==> src/eth_tx_defines.svh <==
`ifndef ETH_TX_DEFINES_SVH
`define ETH_TX_DEFINES_SVH

// ==========================================================================
// segment indices, order of the segments on the wire
// ==========================================================================

`define ETH_TX_SEG_PREAMBLE     0
`define ETH_TX_SEG_PAYLOAD      1
`define ETH_TX_SEG_PADDING      2
`define ETH_TX_SEG_CRC          3
`define ETH_TX_SEG_GAP          4
`define ETH_TX_SEG_NUM          5

// ==========================================================================
// byte counts
// ==========================================================================

// payload target of hardware padding
`define ETH_TX_MIN_PAYLOAD      60
`define ETH_TX_CRC_BYTES        4
// fixed part of the inter-frame gap, in bytes
`define ETH_TX_GAP_BASE         5

// nibble codes of preamble and sfd
`define ETH_TX_PREAMBLE_NIBBLE  4'h5
`define ETH_TX_SFD_HIGH_NIBBLE  4'hd

// reflected crc-32 polynomial and seed
`define ETH_TX_CRC_POLY         32'hedb88320
`define ETH_TX_CRC_INIT         32'hffffffff

`endif
==> src/eth_tx_pkg.sv <==
package eth_tx_pkg;

// ==========================================================================
// frame state machine
// ==========================================================================

// segment states are numbered so that state minus one is the segment index
typedef enum logic [2:0] {
	IDLE     = 3'd0,
	PREAMBLE = 3'd1,
	PAYLOAD  = 3'd2,
	PADDING  = 3'd3,
	CRC      = 3'd4,
	GAP      = 3'd5,
	END      = 3'd6
} frame_state_e;

// ==========================================================================
// widths
// ==========================================================================

// data path
typedef logic [7:0]  byte_t;
typedef logic [3:0]  nibble_t;
typedef logic [31:0] crc_t;

// payload length from the descriptor
typedef logic [11:0] byte_len_t;
// byte count of one segment
typedef logic [11:0] seg_cnt_t;

// preamble bytes including sfd
typedef logic [3:0]  pre_len_t;
// extra gap bytes on top of the fixed five
typedef logic [5:0]  gap_len_t;

endpackage

==> src/eth_mac_pe_tx.sv <==
`timescale 1ns/100ps
`include "eth_tx_defines.svh"

module eth_mac_pe_tx (
	input  logic                  pe_tx_clk,
	input  logic                  pe_tx_rstn,
	input  logic                  pe_tx_logic_clr,
	input  logic                  tx_start,
	// byte source
	output logic                  tx_byte_re,
	input  eth_tx_pkg::byte_t     tx_byte_data,
	// configuration, stable over a frame
	input  eth_tx_pkg::pre_len_t  r_pre_byte,
	input  eth_tx_pkg::gap_len_t  r_interval_byte,
	input  eth_tx_pkg::byte_len_t r_tx_payload_byte_length,
	input  logic                  r_hw_crc_en,
	input  logic                  r_hw_padding_en,
	// rgmii pins
	output eth_tx_pkg::nibble_t   eth_tx,
	output eth_tx_pkg::nibble_t   eth_tx_oen,
	output logic                  eth_tx_ctrl,
	output logic                  eth_tx_clk,
	output logic                  eth_tx_clk_oen,
	// status
	output logic                  tx_done,
	output logic                  int_status_tx_done
);

eth_tx_pkg::frame_state_e state;
logic phase;
logic [`ETH_TX_SEG_NUM-1:0] seg_step;
logic [`ETH_TX_SEG_NUM-1:0] seg_clear;
logic [`ETH_TX_SEG_NUM-1:0] seg_last;
eth_tx_pkg::seg_cnt_t [`ETH_TX_SEG_NUM-1:0] seg_limit;
eth_tx_pkg::seg_cnt_t [`ETH_TX_SEG_NUM-1:0] seg_count;
logic crc_en;
logic crc_clear;
eth_tx_pkg::byte_t crc_data;
eth_tx_pkg::crc_t crc_fcs;

// ==========================================================================
// frame sequencer
// ==========================================================================

eth_tx_frame_sequencer u_sequencer (
	.pe_tx_clk                (pe_tx_clk),
	.pe_tx_rstn               (pe_tx_rstn),
	.pe_tx_logic_clr          (pe_tx_logic_clr),
	.tx_start                 (tx_start),
	.r_pre_byte               (r_pre_byte),
	.r_interval_byte          (r_interval_byte),
	.r_tx_payload_byte_length (r_tx_payload_byte_length),
	.r_hw_crc_en              (r_hw_crc_en),
	.r_hw_padding_en          (r_hw_padding_en),
	.seg_last                 (seg_last),
	.state                    (state),
	.phase                    (phase),
	.seg_step                 (seg_step),
	.seg_clear                (seg_clear),
	.seg_limit                (seg_limit),
	.tx_byte_re               (tx_byte_re),
	.crc_en                   (crc_en),
	.crc_clear                (crc_clear),
	.tx_done                  (tx_done),
	.int_status_tx_done       (int_status_tx_done)
);

// preamble, payload, padding, crc, gap
for (genvar i = 0; i < `ETH_TX_SEG_NUM; i++)
begin : g_seg
	eth_tx_segment_counter u_seg_cnt (
		.pe_tx_clk  (pe_tx_clk),
		.pe_tx_rstn (pe_tx_rstn),
		.seg_step   (seg_step[i]),
		.seg_clear  (seg_clear[i]),
		.seg_limit  (seg_limit[i]),
		.seg_count  (seg_count[i]),
		.seg_last   (seg_last[i])
	);
end

// ==========================================================================
// fcs and pins
// ==========================================================================

// padding bytes fold in as zero
assign crc_data = (state == eth_tx_pkg::PAYLOAD) ? tx_byte_data : '0;

eth_tx_crc32 u_crc32 (
	.pe_tx_clk  (pe_tx_clk),
	.pe_tx_rstn (pe_tx_rstn),
	.crc_clear  (crc_clear),
	.crc_en     (crc_en),
	.crc_data   (crc_data),
	.crc_fcs    (crc_fcs)
);

eth_tx_nibble_mux u_nibble_mux (
	.pe_tx_clk       (pe_tx_clk),
	.pe_tx_rstn      (pe_tx_rstn),
	.pe_tx_logic_clr (pe_tx_logic_clr),
	.state           (state),
	.phase           (phase),
	.preamble_last   (seg_last[`ETH_TX_SEG_PREAMBLE]),
	.crc_count       (seg_count[`ETH_TX_SEG_CRC]),
	.tx_byte_data    (tx_byte_data),
	.crc_fcs         (crc_fcs),
	.eth_tx          (eth_tx),
	.eth_tx_oen      (eth_tx_oen),
	.eth_tx_ctrl     (eth_tx_ctrl),
	.eth_tx_clk      (eth_tx_clk),
	.eth_tx_clk_oen  (eth_tx_clk_oen)
);

endmodule

==> src/eth_tx_nibble_mux.sv <==
`timescale 1ns/100ps
`include "eth_tx_defines.svh"

module eth_tx_nibble_mux (
	input  logic                     pe_tx_clk,
	input  logic                     pe_tx_rstn,
	input  logic                     pe_tx_logic_clr,
	input  eth_tx_pkg::frame_state_e state,
	input  logic                     phase,
	input  logic                     preamble_last,
	input  eth_tx_pkg::seg_cnt_t     crc_count,
	input  eth_tx_pkg::byte_t        tx_byte_data,
	input  eth_tx_pkg::crc_t         crc_fcs,
	output eth_tx_pkg::nibble_t      eth_tx,
	output eth_tx_pkg::nibble_t      eth_tx_oen,
	output logic                     eth_tx_ctrl,
	output logic                     eth_tx_clk,
	output logic                     eth_tx_clk_oen
);

eth_tx_pkg::byte_t fcs_byte;
eth_tx_pkg::nibble_t nib;
logic drive;
logic run;

// ==========================================================================
// nibble select
// ==========================================================================

// fcs byte picked by the crc segment count, lsb byte first
assign fcs_byte = crc_fcs[{crc_count[1:0], 3'b000} +: 8];

always_comb
begin
	nib   = '0;
	drive = 1'b0;
	case (state)
	eth_tx_pkg::PREAMBLE:
	begin
		drive = 1'b1;
		// sfd is 0xd5, so only its high nibble differs
		if (phase && preamble_last)
			nib = `ETH_TX_SFD_HIGH_NIBBLE;
		else
			nib = `ETH_TX_PREAMBLE_NIBBLE;
	end
	eth_tx_pkg::PAYLOAD:
	begin
		drive = 1'b1;
		// low nibble first
		nib = phase ? tx_byte_data[7:4] : tx_byte_data[3:0];
	end
	eth_tx_pkg::PADDING:
	begin
		drive = 1'b1;
	end
	eth_tx_pkg::CRC:
	begin
		drive = 1'b1;
		nib = phase ? fcs_byte[7:4] : fcs_byte[3:0];
	end
	default:
	begin
		// idle, gap and end leave the pins released
		drive = 1'b0;
	end
	endcase
end

// clock keeps running through the gap
assign run = drive || (state == eth_tx_pkg::GAP);

// ==========================================================================
// pin registers
// ==========================================================================

// one cycle behind the sequencer phase
always_ff @(posedge pe_tx_clk or negedge pe_tx_rstn)
begin
	if (!pe_tx_rstn)
	begin
		eth_tx         <= '0;
		eth_tx_oen     <= '1;
		eth_tx_ctrl    <= 1'b0;
		eth_tx_clk     <= 1'b0;
		eth_tx_clk_oen <= 1'b1;
	end
	else if (pe_tx_logic_clr)
	begin
		// release at once
		eth_tx         <= '0;
		eth_tx_oen     <= '1;
		eth_tx_ctrl    <= 1'b0;
		eth_tx_clk     <= 1'b0;
		eth_tx_clk_oen <= 1'b1;
	end
	else
	begin
		eth_tx         <= nib;
		eth_tx_oen     <= {4{~drive}};
		// ctrl is a level over every driven nibble
		eth_tx_ctrl    <= drive;
		// low on phase 0, high on phase 1
		eth_tx_clk     <= run && phase;
		eth_tx_clk_oen <= !run;
	end
end

endmodule

==> src/eth_tx_frame_sequencer.sv <==
`timescale 1ns/100ps
`include "eth_tx_defines.svh"

module eth_tx_frame_sequencer (
	input  logic                                       pe_tx_clk,
	input  logic                                       pe_tx_rstn,
	input  logic                                       pe_tx_logic_clr,
	input  logic                                       tx_start,
	input  eth_tx_pkg::pre_len_t                       r_pre_byte,
	input  eth_tx_pkg::gap_len_t                       r_interval_byte,
	input  eth_tx_pkg::byte_len_t                      r_tx_payload_byte_length,
	input  logic                                       r_hw_crc_en,
	input  logic                                       r_hw_padding_en,
	input  logic [`ETH_TX_SEG_NUM-1:0]                 seg_last,
	output eth_tx_pkg::frame_state_e                   state,
	output logic                                       phase,
	output logic [`ETH_TX_SEG_NUM-1:0]                 seg_step,
	output logic [`ETH_TX_SEG_NUM-1:0]                 seg_clear,
	output eth_tx_pkg::seg_cnt_t [`ETH_TX_SEG_NUM-1:0] seg_limit,
	output logic                                       tx_byte_re,
	output logic                                       crc_en,
	output logic                                       crc_clear,
	output logic                                       tx_done,
	output logic                                       int_status_tx_done
);

eth_tx_pkg::frame_state_e next_state;
eth_tx_pkg::seg_cnt_t pad_len;
logic [`ETH_TX_SEG_NUM-1:0] seg_active;
logic [`ETH_TX_SEG_NUM-1:0] seg_busy;
logic last_byte;
logic byte_edge;

// first non-empty segment at or above index from
// gap is never empty so it is the fallback
function automatic eth_tx_pkg::frame_state_e first_seg(
	input logic [`ETH_TX_SEG_NUM-1:0] busy,
	input int from
);
	eth_tx_pkg::frame_state_e st;
	st = eth_tx_pkg::GAP;
	// walk down so the lowest hit wins
	for (int i = `ETH_TX_SEG_NUM - 1; i >= 0; i--)
	begin
		if ((i >= from) && busy[i])
			st = eth_tx_pkg::frame_state_e'(3'(i + 1));
	end
	return st;
endfunction

// ==========================================================================
// segment limits
// ==========================================================================

// pad short payloads up to 60 bytes
assign pad_len = (r_hw_padding_en && (r_tx_payload_byte_length < `ETH_TX_MIN_PAYLOAD)) ?
	eth_tx_pkg::seg_cnt_t'(`ETH_TX_MIN_PAYLOAD) - r_tx_payload_byte_length : '0;

always_comb
begin
	seg_limit[`ETH_TX_SEG_PREAMBLE] = eth_tx_pkg::seg_cnt_t'(r_pre_byte);
	seg_limit[`ETH_TX_SEG_PAYLOAD]  = r_tx_payload_byte_length;
	seg_limit[`ETH_TX_SEG_PADDING]  = pad_len;
	seg_limit[`ETH_TX_SEG_CRC]      = r_hw_crc_en ? eth_tx_pkg::seg_cnt_t'(`ETH_TX_CRC_BYTES) : '0;
	// gap is 5 plus the configured bytes
	seg_limit[`ETH_TX_SEG_GAP]      = eth_tx_pkg::seg_cnt_t'(`ETH_TX_GAP_BASE) +
		eth_tx_pkg::seg_cnt_t'(r_interval_byte);
end

// which segments exist and which one runs
always_comb
begin
	for (int i = 0; i < `ETH_TX_SEG_NUM; i++)
	begin
		seg_busy[i]   = (seg_limit[i] != '0);
		seg_active[i] = (state == eth_tx_pkg::frame_state_e'(3'(i + 1)));
	end
end

// final byte end of the running segment
assign last_byte = phase && |(seg_active & seg_last);

// ==========================================================================
// frame fsm
// ==========================================================================

always_comb
begin
	next_state = state;
	if (pe_tx_logic_clr)
		next_state = eth_tx_pkg::IDLE;
	else
	begin
		case (state)
		eth_tx_pkg::IDLE:
			if (tx_start)
				next_state = first_seg(seg_busy, 0);
		eth_tx_pkg::GAP:
			if (last_byte)
				next_state = eth_tx_pkg::END;
		eth_tx_pkg::END:
			next_state = eth_tx_pkg::IDLE;
		default:
			// state value equals the index of the following segment
			if (last_byte)
				next_state = first_seg(seg_busy, int'(state));
		endcase
	end
end

// phase 0 low nibble, phase 1 high nibble and byte end
always_ff @(posedge pe_tx_clk or negedge pe_tx_rstn)
begin
	if (!pe_tx_rstn)
	begin
		state <= eth_tx_pkg::IDLE;
		phase <= 1'b0;
	end
	else
	begin
		state <= next_state;
		phase <= (|seg_active) && !pe_tx_logic_clr && !phase;
	end
end

// ==========================================================================
// strobes to counters, byte source and crc
// ==========================================================================

assign seg_step  = seg_active & {`ETH_TX_SEG_NUM{phase}};
assign seg_clear = ~seg_active;

// read one byte ahead, data lands in the next phase 0
assign byte_edge  = phase || (state == eth_tx_pkg::IDLE);
assign tx_byte_re = byte_edge && (next_state == eth_tx_pkg::PAYLOAD);

// fold each payload or padding byte once, in its phase 0
assign crc_en = r_hw_crc_en && !phase &&
	(seg_active[`ETH_TX_SEG_PAYLOAD] || seg_active[`ETH_TX_SEG_PADDING]);
assign crc_clear = pe_tx_logic_clr || ((state == eth_tx_pkg::IDLE) && tx_start);

assign tx_done            = (state == eth_tx_pkg::END);
assign int_status_tx_done = (state == eth_tx_pkg::END);

// padding without fcs is not a legal frame setup
a_pad_needs_crc: assert property (@(posedge pe_tx_clk) disable iff (!pe_tx_rstn)
	(tx_start && r_hw_padding_en) |-> r_hw_crc_en);

// start only while the engine rests
a_start_in_idle: assert property (@(posedge pe_tx_clk) disable iff (!pe_tx_rstn)
	tx_start |-> (state == eth_tx_pkg::IDLE));

endmodule

==> src/eth_tx_crc32.sv <==
`timescale 1ns/100ps
`include "eth_tx_defines.svh"

module eth_tx_crc32 (
	input  logic              pe_tx_clk,
	input  logic              pe_tx_rstn,
	input  logic              crc_clear,
	input  logic              crc_en,
	input  eth_tx_pkg::byte_t crc_data,
	output eth_tx_pkg::crc_t  crc_fcs
);

eth_tx_pkg::crc_t crc_q;
eth_tx_pkg::crc_t crc_next;

// ==========================================================================
// byte-wide reflected crc-32
// ==========================================================================

// one byte, lsb first, eight shift steps
function automatic eth_tx_pkg::crc_t crc_fold(
	input eth_tx_pkg::crc_t crc,
	input eth_tx_pkg::byte_t data
);
	eth_tx_pkg::crc_t c;
	c = crc ^ {24'h000000, data};
	for (int i = 0; i < 8; i++)
	begin
		if (c[0])
			c = (c >> 1) ^ `ETH_TX_CRC_POLY;
		else
			c = c >> 1;
	end
	return c;
endfunction

assign crc_next = crc_fold(crc_q, crc_data);

// seeded with all ones per frame
always_ff @(posedge pe_tx_clk or negedge pe_tx_rstn)
begin
	if (!pe_tx_rstn)
	begin
		crc_q <= `ETH_TX_CRC_INIT;
	end
	else if (crc_clear)
	begin
		crc_q <= `ETH_TX_CRC_INIT;
	end
	else if (crc_en)
	begin
		crc_q <= crc_next;
	end
end

// fcs is the complement, byte 0 goes out first
assign crc_fcs = ~crc_q;

endmodule

==> src/eth_tx_segment_counter.sv <==
`timescale 1ns/100ps

module eth_tx_segment_counter (
	input  logic                 pe_tx_clk,
	input  logic                 pe_tx_rstn,
	input  logic                 seg_step,
	input  logic                 seg_clear,
	input  eth_tx_pkg::seg_cnt_t seg_limit,
	output eth_tx_pkg::seg_cnt_t seg_count,
	output logic                 seg_last
);

// ==========================================================================
// byte counter
// ==========================================================================

// count is the index of the byte now on the wire
// holds on the final byte until the segment is left
always_ff @(posedge pe_tx_clk or negedge pe_tx_rstn)
begin
	if (!pe_tx_rstn)
	begin
		seg_count <= '0;
	end
	else if (seg_clear)
	begin
		seg_count <= '0;
	end
	else if (seg_step && !seg_last)
	begin
		seg_count <= seg_count + 1'b1;
	end
end

// final byte flag, quiet while the segment is idle
assign seg_last = !seg_clear && (seg_count == seg_limit - 1'b1);

// sequencer never steps an empty segment or one past its end
a_within_limit: assert property (@(posedge pe_tx_clk) disable iff (!pe_tx_rstn)
	seg_step |-> (seg_count < seg_limit));

endmodule

==> config.mk <==
export PLATFORM = sky130hd
export DESIGN_NAME = eth_mac_pe_tx
export DESIGN_NICKNAME = d
export VERILOG_FILES = /design/src/eth_tx_pkg.sv /design/src/eth_mac_pe_tx.sv /design/src/eth_tx_nibble_mux.sv /design/src/eth_tx_frame_sequencer.sv /design/src/eth_tx_crc32.sv /design/src/eth_tx_segment_counter.sv
export VERILOG_INCLUDE_DIRS = /design/src
export SDC_FILE = /design/constraint.sdc
export NUM_CORES = 1
export LEC_CHECK = 0
export BUFFER_PORTS_ARGS = -buffer_cell sky130_fd_sc_hd__buf_2
export CAP_MARGIN = 20
export CORE_ASPECT_RATIO = 1.25
export CORE_MARGIN = 2
export CORE_UTILIZATION = 35
export CTS_CLUSTER_DIAMETER = 120
export DETAILED_ROUTE_END_ITERATION = 12
export GPL_ROUTABILITY_DRIVEN = 1
export PLACE_DENSITY = 0.58
export SLEW_MARGIN = 30
export SYNTH_ARGS = -nofsm -noshare
export SYNTH_HDL_FRONTEND = slang
export SYNTH_SLANG_ARGS = --single-unit
==> constraint.sdc <==
create_clock -name pe_tx_clk -period 7 [get_ports pe_tx_clk]
set_input_delay 0.7 -clock pe_tx_clk [delete_from_list [all_inputs] [get_ports pe_tx_clk]]
set_output_delay 0.7 -clock pe_tx_clk [all_outputs]
set_load 0.01 [all_outputs]
## Word level (Yosys, flattened, before mapping)

Index checks and enable logic that the tools add are counted.

- Muxes and demuxes: 46
- Bitwise logic cells: 14
- Order comparisons: 5
- Multipliers: 0
- Shift operators: 1
- Equal/unequal tests: 12
- Divide/modulo/power cells: 0
- $add $sub $neg: 12
- Reduce and logical (&&, ||, !) cells: 55

Operators by type and width:

| cell | number |
|---|---|
| $mux W32 | 10 |
| $mux W12 | 11 |
| $not A13 Y14 | 8 |
| $add A12 B1 Y12 const B | 5 |
| $eq A12 B12 Y1 | 5 |
| $reduce_bool A12 Y1 | 4 |
| $mux W3 | 11 |
| $not A32 Y32 | 1 |
| $shiftx A32 B6 Y8 | 1 |
| $xor A32 B8 Y32 | 1 |
| $logic_and A1 B1 Y1 | 24 |
| $sub A12 B1 Y12 const B | 2 |
| $mux W4 | 5 |
| $logic_not A1 Y1 | 13 |
| $lt A12 B6 Y1 const B | 1 |
| $pmux W4 S3 | 1 |
| $reduce_bool A2 Y1 | 6 |
| $sub A6 B12 Y12 const A | 1 |
| $and A5 B5 Y5 | 2 |
| $reduce_or A5 Y1 | 2 |
| $eq A3 B2 Y1 const B | 3 |
| $eq A3 B3 Y1 const B | 3 |
| $pmux W3 S3 | 1 |
| $mux W8 | 1 |
| other kinds (13) | 23 |

- Bits in writable memories: 0
- Input port bits: 36
- Memory bits (read-only): 0
- Output and inout port bits: 14
- Flip-flop bits (word level): 107
- Bits in latches: 0
- Memories: 0

## Depth between registers and ports, before layout

Gate-level depths: netlist (run 1).

- Depth after elaboration: 21
- Mapped depth: 17
- Mapped depth without buffers: 13

## Modules after synthesis

From an unflattened synthesis (run 1), not the netlist that was laid out.

- Cells, all modules: 1208
- Area, all modules: 10533.9 um2

By module, submodules not included:

| module | cells an instance | sequential area each (um2) | times used | area an instance (um2) |
|---|---|---|---|---|
| eth_tx_segment_counter (g_seg[0].u_seg_cnt ...) | 152 | 300.3 | 4 | 1249.9 |
| eth_tx_crc32 | 208 | 840.8 | 1 | 2287.2 |
| eth_tx_frame_sequencer | 182 | 100.1 | 1 | 1285.0 |
| eth_tx_segment_counter (g_seg[4].u_seg_cnt) | 140 | 300.3 | 1 | 1187.4 |
| eth_tx_nibble_mux | 62 | 202.7 | 1 | 674.4 |
| eth_mac_pe_tx | 8 | 0.0 | 1 | 100.1 |

## Worst setup path before layout (run 1)

Ideal clock, no wire load.

- Path type: input port to output port
- From: input r_tx_payload_byte_length[4]
- To: output tx_byte_re
- Slack: 2.609 ns
- Arrival time: 3.691 ns
- Stages on the path: 16
- Cell sequence: clkbuf_1 -> nand4_1 -> and4_4 -> buf_6 -> nand2_1 -> ha_1 -> buf_2 -> inv_1 -> or4_1 -> a21oi_1 -> o31ai_1 -> a2111oi_2 -> a211o_2 -> mux2i_1 -> nor4_4 -> nor3b_2

- Word-level cells in the longest chain between the ends: 14

RTL lines:

| element | RTL line | text |
|---|---|---|
| start: declaration | eth_mac_pe_tx.sv:15 | `input eth_tx_pkg::byte_len_t r_tx_payload_byte_length,` |
| $lt A12 B6 Y1 (no line) | -- |  |
| $logic_and A1 B1 Y1 | eth_tx_frame_sequencer.sv:56 | `` assign pad_len = (r_hw_padding_en && (r_tx_payload_byte_length < `ETH_TX_MIN_PAYLOAD)) ? `` |
| $mux W12 | eth_tx_frame_sequencer.sv:56 |  |
| $sub A12 B1 Y12 | eth_tx_segment_counter.sv:36 | `assign seg_last = !seg_clear && (seg_count == seg_limit - 1'b1);` |
| $eq A12 B12 Y1 | eth_tx_segment_counter.sv:36 |  |
| $logic_and A1 B1 Y1 | eth_tx_segment_counter.sv:36 |  |
| $and A5 B5 Y5 | eth_tx_frame_sequencer.sv:81 | `assign last_byte = phase && \|(seg_active & seg_last);` |
| $reduce_or A5 Y1 | eth_tx_frame_sequencer.sv:81 |  |
| $logic_and A1 B1 Y1 | eth_tx_frame_sequencer.sv:81 |  |
| $mux W3 (on tied branches) | eth_tx_frame_sequencer.sv:105, eth_tx_frame_sequencer.sv:99 |  |
| $pmux W3 S3 * | eth_tx_frame_sequencer.sv:94 | `case (state)` |
| $mux W3 * | eth_tx_frame_sequencer.sv:90 | `if (pe_tx_logic_clr)` |
| named net u_sequencer.next_state[1] | eth_tx_frame_sequencer.sv:27 | `eth_tx_pkg::frame_state_e next_state;` |
| $eq A3 B2 Y1 * | eth_tx_frame_sequencer.sv:135 | `assign tx_byte_re = byte_edge && (next_state == eth_tx_pkg::PAYLOAD);` |
| $logic_and A1 B1 Y1 * | eth_tx_frame_sequencer.sv:135 |  |
| end: declaration | eth_mac_pe_tx.sv:10 | `output logic tx_byte_re,` |

The timed path passes the listed nets; every way through them passes the cells marked *.

## Final worst setup path (run 1)

- From: input r_tx_payload_byte_length[2]
- To: output tx_byte_re

Same word-level chain as after synthesis.

==> flow_summary.yaml, run 1 <==
synthesis:
  synthesis.nets: 835
  synth_xor_area_share_pct: 18.6
  synth_seq_cells: 104
  async_reset_ff_share_pct: 100
  yosys_warnings: 0
  synthCells: 790
  synth_edf_count: 0
  ys.flop_type: "dfrtp_1"
  yosys.area_share.adder_pct: 1.57
  synth-simple-area-share_pct: 23.2
  synth-compound-area-share_pct: 12.2
  synth_top_family_by_area: "simple AND/OR/NAND/NOR gates"
  synthDistinctLibCells: 71
  syn_avg_cell_area_sq_um: 9.08
  synth_mux_area_share_pct: 3.49
  synth_seq_area_share_pct: 36.9
  synth_area_sq_um: 7180
grt:
  grt_max_degree: 71
  grtUsageTotal_pct: 15.9
  grt_antenna_before_repair: 0
  grt_overflow: 0
  first_global_vias: 5541
  grt_pass1_wl_microns: 28200
die:
  row_count: 58
  initial_core_util_pct: 35.7
  die_y_microns: 164
  fp.dieW_microns: 132
  core_area_sq_um: 20100
  die-area_sq_um: 21700
  num_io_pins: 50
cts:
  root_buffer: "clkbuf_16"
  cts.htree.levels: 3
  cts.path.max_buffers: 2
  cts_tree: "yes"
  postCtsSetupBuffers: 0
  path_clk_slew_ns: 0.07
  cts_num_sinks: 104
  numCtsBuffers: 9
  insertion_delay_ns: 0.35
  cts.repair.resized: 0
  ctsHoldBuffers: 0
worst_setup_path:
  crit_type: "in2out"
  worstPathRequired_ns: 6.30
  path_buf_inv: 3
  crit_arrival_ns: 4.25
  cp_slowest_cell: "or4_1"
  cpMostUsedCell: "buf_2"
  path_cells: "buf_2, nand4_1, and4_4, nand2_1, ha_1, inv_1, or4_1, a21oi_1, o31ai_1, a2111oi_2, a211o_2, mux2i_1, nor4_4, nor3b_2, buf_2"
  path_delay_family: "simple AND/OR/NAND/NOR gates"
  crit_path_start_kind: "input port"
  max_stage_delay_ns: 0.52
  cp_max_fo: 25
  cp-end-kind: "output pin"
job:
  max_cap_viol_count: 0
detailed_routing:
  via_per_inst: 5.23
  ant_nets: 0
  wl_microns: 17000
  first_pass_iters: 4
  wl_per_cell_microns: 15.6
  drcViolationCount: 0
  vias: 5681
  drt_iter0_markers: 322
sta:
  layout_min_cycle_time_ns: 4.95
  worst_pin_slew_ns: 0.974
  finalCritPeriodShare_pct: 70.8
  max-slew-margin-rel_pct: 34.8
  finalSetupViolations: 0
  finalHoldViolations: 0
  max_freq_mhz: 202
  final_max_slew_viol_count: 0
  rsz0062_at_grt: "false"
  tns_ns: 0
  clock-skew-final_ns: 0.00768
outcome:
  status: "finished, final reports clean"
finish:
  n_antenna_cell: 0
  drive_gt1_share_pct: 15.7
  syn2layout_area_growth_pct: 9.14
  stdcell_count: 1086
  fin_nets: 856
  fin_area_sq_um: 7830
  final.fill_count: 2075
placement:
  place_area_sq_um: 7560
  hpwlAfterDp_microns: 12300
  io_buffers: 49
  gp_congestion: 0.814
  dp.cells: 1070
power_and_ir_drop:
  p_per_area_nw_per_um2: 252
  power_leakage_nw: 2.93
  irDropWorstVdd_uv: 123
min_path:
  hp-class: "in2async"
cell usage in the layout, fill, tap and decap left out, types with 6 or more instances in the layout:
cell type  instances
nand3_1           19
nand4_1           22
ha_1               9
nor2_1           106
and2_1             6
a21oi_1           59
and4_1             6
nand2b_1           8
xor2_1            79
or3_1             10
o21ai_0           23
nor4_1             7
mux2i_1            7
and3_1            18
dfrtp_1           70
mux4_2             8
nor3_1            10
dfstp_2           34
clkbuf_16          9
inv_1             19
xnor2_1           73
nand2_1           50
o211ai_1           7
buf_2             48
a31oi_1           10
a211oi_1           6
nor2b_1            6
logic make-up (layout without fill, tap and decap cells):
family	after synthesis	count (layout)
fa+ha+maj	9	9
xor+xnor	152	152
buf+inv	61	87
compound gates	139	139
mux	15	15
simple gates	310	310
flops	104	104
routing by layer:
layer	wire length [microns]	global-route usage, %	up-vias
met5	0	0	-
met4	252	4.59	0
met3	506	1.91	16
met2	8580	28.2	85
met1	7610	20.3	2770
li1	-	-	2810
area by class of cell:
type                    count  area, sq um  share of cell area [%]
well taps                 270          338                    4.31
multi-input cells         625         4240                    54.1
clock buffers              10          229                    2.92
repair buffers             52          274                    3.50
flip-flops and latches    104         2650                    33.8
clock inverters             6         35.0                   0.447
inverters                  19         71.3                   0.911
power by group:
group | switching (mW) | internal, mW
sequential | 0.0666 | 0.658
clock | 0.227 | 0.240
combinational | 0.463 | 0.318
cells in the mapped netlist (all sizes together), types with 5 or more instances:
master / number / area [sq um]
nor2: 107 / 404
xor2: 79 / 692
xnor2: 73 / 639
dfrtp: 70 / 1750
a21oi: 60 / 300
nand2: 51 / 199
dfstp: 34 / 893
clkbuf: 24 / 90.1
o21ai: 23 / 115
nand4: 22 / 138
and3: 19 / 124
inv: 19 / 71.3
nand3: 19 / 95.1
buf: 18 / 139
nor3: 11 / 60.1
a31oi: 10 / 62.6
nor4: 10 / 108
or3: 10 / 62.6
ha: 9 / 113
mux4: 8 / 180
nand2b: 8 / 50.1
and4: 7 / 63.8
mux2i: 7 / 70.1
o211ai: 7 / 52.6
a211oi: 6 / 45.0
and2: 6 / 37.5
nor2b: 6 / 37.5
nor3b: 6 / 50.1
a211o: 5 / 45.0
o21a: 5 / 37.5
or4: 5 / 37.5
flip-flops by register name, indices dropped and copies added (netlist names):
| register | flops |
|---|---|
| g_seg.u_seg_cnt.seg_count | 60 |
| u_crc32.crc_q | 32 |
| u_nibble_mux.eth_tx | 4 |
| u_nibble_mux.eth_tx_clk | 1 |
| u_nibble_mux.eth_tx_clk_oen | 1 |
| u_nibble_mux.eth_tx_ctrl | 1 |
| u_nibble_mux.eth_tx_oen | 1 |
| u_sequencer.phase | 1 |
| u_sequencer.state | 3 |
final timing paths:
check                                                from                                          end  slack [ns]  cells after the start
max                           r_tx_payload_byte_length[2]                                   tx_byte_re        2.05                     15
min in group pe_tx_clk       u_crc32.crc_q[2]$_DFFE_PN1P_                 u_crc32.crc_q[2]$_DFFE_PN1P_        0.52                      2
min                                            pe_tx_rstn  g_seg[0].u_seg_cnt.seg_count[3]$_DFFE_PN0P_        0.30                      1
min reg2reg                  u_crc32.crc_q[2]$_DFFE_PN1P_                 u_crc32.crc_q[2]$_DFFE_PN1P_        0.52                      2
max in group asynchronous                      pe_tx_rstn  g_seg[3].u_seg_cnt.seg_count[2]$_DFFE_PN0P_        5.69                      2
max reg2reg                u_sequencer.state[2]$_DFF_PN0_                u_crc32.crc_q[29]$_DFFE_PN1P_        3.71                      8
through the flow:
step	setup slack [ns]	hold WS, ns	util, %	total power [mW]
after global routing	1.65	0.337	39.0	2.09
after global placement	2.15	0.503	37.6	1.52
final	2.05	0.301	39.0	1.97
after CTS	2.08	0.316	38.9	1.99
after floorplan	2.61	0.404	-	1.33
after detailed placement	2.08	0.508	37.6	1.51
Power figures use the tool's default switching activity.
==> inputs of run 2 (changes only) <==
--- a/config.mk
+++ b/config.mk
@@ -6,6 +6,7 @@
 export SDC_FILE = /design/constraint.sdc
 export NUM_CORES = 1
 export LEC_CHECK = 0
+export ABC_AREA = 1
 export BUFFER_PORTS_ARGS = -buffer_cell sky130_fd_sc_hd__buf_2
 export CAP_MARGIN = 20
 export CORE_ASPECT_RATIO = 1.25
@@ -14,7 +15,7 @@
 export CTS_CLUSTER_DIAMETER = 120
 export DETAILED_ROUTE_END_ITERATION = 12
 export GPL_ROUTABILITY_DRIVEN = 1
-export PLACE_DENSITY = 0.58
+export PLACE_DENSITY = 0.6
 export SLEW_MARGIN = 30
 export SYNTH_ARGS = -nofsm -noshare
 export SYNTH_HDL_FRONTEND = slang
==> constraint.sdc (replaced) <==
create_clock -name pe_tx_clk -period 4.14 [get_ports pe_tx_clk]
set_input_delay 0.414 -clock pe_tx_clk [delete_from_list [all_inputs] [get_ports pe_tx_clk]]
set_output_delay 0.414 -clock pe_tx_clk [all_outputs]
set_load 0.01 [all_outputs]
==> run 2 against run 1 <==
Effect of this change:
- register-to-register slack worse by 2.4 ns
- core utilization rose by 0.27 points
- critical endpoint unchanged
- sequential power increased by 97%
- largest power group unchanged
- synthesized cell count rose by 29%
==> flow_summary.yaml, run 2 <==
min_path:
  hp-class: "in2async"
grt:
  grt_pass1_wl_microns: 32500
  grt_antenna_before_repair: 0
  grtUsageTotal_pct: 17.8
  grt_max_degree: 49
  first_global_vias: 6653
  grt_overflow: 0
detailed_routing:
  via_per_inst: 5.08
  ant_nets: 0
  first_pass_iters: 5
  drcViolationCount: 0
  drt_iter0_markers: 495
  wl_microns: 19700
  wl_per_cell_microns: 14.6
  vias: 6832
power_and_ir_drop:
  irDropWorstVdd_uv: 287
  power_leakage_nw: 3.72
  p_per_area_nw_per_um2: 572
finish:
  reg_top3: "g_seg.u_seg_cnt.seg_count: 60 flops, u_crc32.crc_q: 32 flops, u_nibble_mux.eth_tx: 4 flops"
  syn2layout_area_growth_pct: 11.0
  stdcell_count: 1346
  final_util_pct: 39.2
  fin_nets: 1107
  final_cell_mix: "170 x nand2_1, 145 x inv_1, 85 x nor2_1, 81 x nand3_1, 70 x dfrtp_1"
  drive_gt1_share_pct: 16.3
  regMostFlops: "g_seg.u_seg_cnt.seg_count"
  n_antenna_cell: 0
  largest_reg_flops: 60
  final.fill_count: 2268
  layout_commonest_cell: "nand2_1"
worst_setup_path:
  worstPathRequired_ns: 3.73
  cp_max_fo: 6
  cp-end-kind: "output pin"
  crit_arrival_ns: 3.17
  crit_path_start_kind: "input port"
  crit_type: "in2out"
synthesis:
  synth.largest_area_cell: "dfrtp_1"
  synth_seq_area_share_pct: 35.1
  synth_seq_cells: 104
  synth_top_area_share_pct: 23.2
  synthTopCellsByCount: "170 x nand2_1, 146 x inv_1, 85 x nor2_1"
  synthDistinctLibCells: 59
  syn_avg_cell_area_sq_um: 7.40
  synth.most_common_cell: "nand2_1"
  synthTopCellsByArea: "dfrtp_1 23%, dfstp_2 12%, nand2_1 8.5%"
  ys.flop_type: "dfrtp_1"
  synthCells: 1018
  synthesis.nets: 1063
  synth_area_sq_um: 7530
  synth_edf_count: 0
  async_reset_ff_share_pct: 100
  yosys_warnings: 0
cts:
  root_buffer: "clkbuf_16"
  cts_tree: "yes"
  cts_num_sinks: 104
  postCtsSetupBuffers: 0
  path_clk_slew_ns: 0.07
  numCtsBuffers: 9
  cts.path.max_buffers: 2
  ctsHoldBuffers: 0
  insertion_delay_ns: 0.36
  cts.repair.resized: 0
  cts.htree.levels: 3
sta:
  worst_pin_slew_ns: 0.693
  max_freq_mhz: 279
  rsz0062_at_grt: "false"
  finalCritPeriodShare_pct: 86.7
  final_max_slew_viol_count: 0
  layout_min_cycle_time_ns: 3.59
  finalSetupViolations: 0
  tns_ns: 0
  max-slew-margin-rel_pct: 53.8
  finalHoldViolations: 0
  final.setup.worst_slack_ns: 0.551
  clock-skew-final_ns: 0.0135
placement:
  pre_cts_ws_ns: 0.531
  io_buffers: 49
  gp_congestion: 0.857
  hpwlAfterDp_microns: 14800
  dp.cells: 1330
die:
  die-area_sq_um: 22700
  num_io_pins: 50
  die_y_microns: 168
  core_area_sq_um: 21300
  fp.dieW_microns: 135
  initial_core_util_pct: 35.3
  row_count: 60
job:
  max_cap_viol_count: 0
outcome:
  status: "finished, final reports clean"
## run 2: cell types whose count changed in the layout (fill, tap and decap cells not counted), sizes merged, moves of 10 or more
| cell | change |
|---|---|
| nand2 | +142 |
| inv | +138 |
| nand3 | +66 |
| o21ai | +46 |
| xnor2 | -45 |
| o22ai | +28 |
| and3 | -18 |
| nor3 | +14 |
| nor2 | -13 |
| xor2 | -11 |
| or3 | -10 |
## run 2: logic make-up after synthesis
family	after synthesis	synth area share, %
adder cells (fa/ha/maj)	9	1.49
buffers and inverters	189	10.2
AND/OR/NAND/NOR	428	26.8
multiplexers	1	0.133
XOR/XNOR	96	11.6
flip-flops	104	35.1
AO/OA/AOI/OAI	191	14.8
## run 2: metal layers
metal / vias up / track usage (%) / share of wire (%)
li1: 3420 / - / -
met1: 3242 / 21.6 / 43
met2: 143 / 32.2 / 51
met3: 27 / 2.44 / 3.7
met4: 0 / 5.80 / 2.0
met5: - / 0 / 0
## run 2: metrics by stage
step | hold slack [ns] | area [sq um] | power, mW
after floorplan | 0.118 | 7530 | 3.30
after global placement | 0.486 | 8070 | 3.88
after detailed placement | 0.481 | 8070 | 3.90
after CTS | 0.0980 | 8360 | 4.80
after global routing | 0.127 | 8360 | 5.15
final | 0.0679 | 8360 | 4.79
## run 2: layout make-up
cell class / count / area, sq um / area share (%)
Clock buffer: 10 / 229 / 2.74
Clock inverter: 6 / 67.6 / 0.808
Inverter: 161 / 612 / 7.31
Multi-Input combinational cell: 725 / 4120 / 49.3
Sequential cell: 104 / 2650 / 31.6
Tap cell: 279 / 349 / 4.17
Timing Repair Buffer: 61 / 338 / 4.04
## run 2: final timing paths
kind	startpoint	to	slack (ns)	depth (start not counted)
min in group pe_tx_clk	pe_tx_logic_clr	u_nibble_mux.eth_tx[3]$_DFF_PN0_	0.35	2
max in group asynchronous	pe_tx_rstn	u_crc32.crc_q[1]$_DFFE_PN1P_	3.16	2
hold reg to reg	g_seg[4].u_seg_cnt.seg_count[9]$_DFFE_PN0P_	g_seg[4].u_seg_cnt.seg_count[10]$_DFFE_PN0P_	0.49	1
setup / recovery	r_tx_payload_byte_length[8]	tx_byte_re	0.55	24
hold / removal	pe_tx_rstn	g_seg[4].u_seg_cnt.seg_count[4]$_DFFE_PN0P_	0.07	1
setup reg to reg	u_sequencer.state[1]$_DFF_PN0_	u_crc32.crc_q[18]$_DFFE_PN1P_	1.35	15
## run 2: critical path, stage by stage
cell and delay [ns]:
buf_2 0.12, nor2_1 0.17, nand2_2 0.11, clkinv_1 0.06
nand2_2 0.07, nor2_8 0.16, nand2_1 0.08, ha_1 0.24
xnor2_1 0.21, inv_1 0.06, a21oi_1 0.14, nand3_1 0.11
nor2_1 0.11, nand4_1 0.09, nor2_1 0.12, nand3_2 0.10
nand2_2 0.11, nand2_2 0.09, nand2_2 0.09, a21oi_2 0.05
nor2_2 0.11, nand2_1 0.05, nor2_1 0.14, buf_2 0.16
## run 2: report_power, final
part / switching [mW] / internal, mW
logic: 1.60 / 0.873
clock network: 0.411 / 0.472
registers: 0.150 / 1.28
total: 2.16 / 2.63
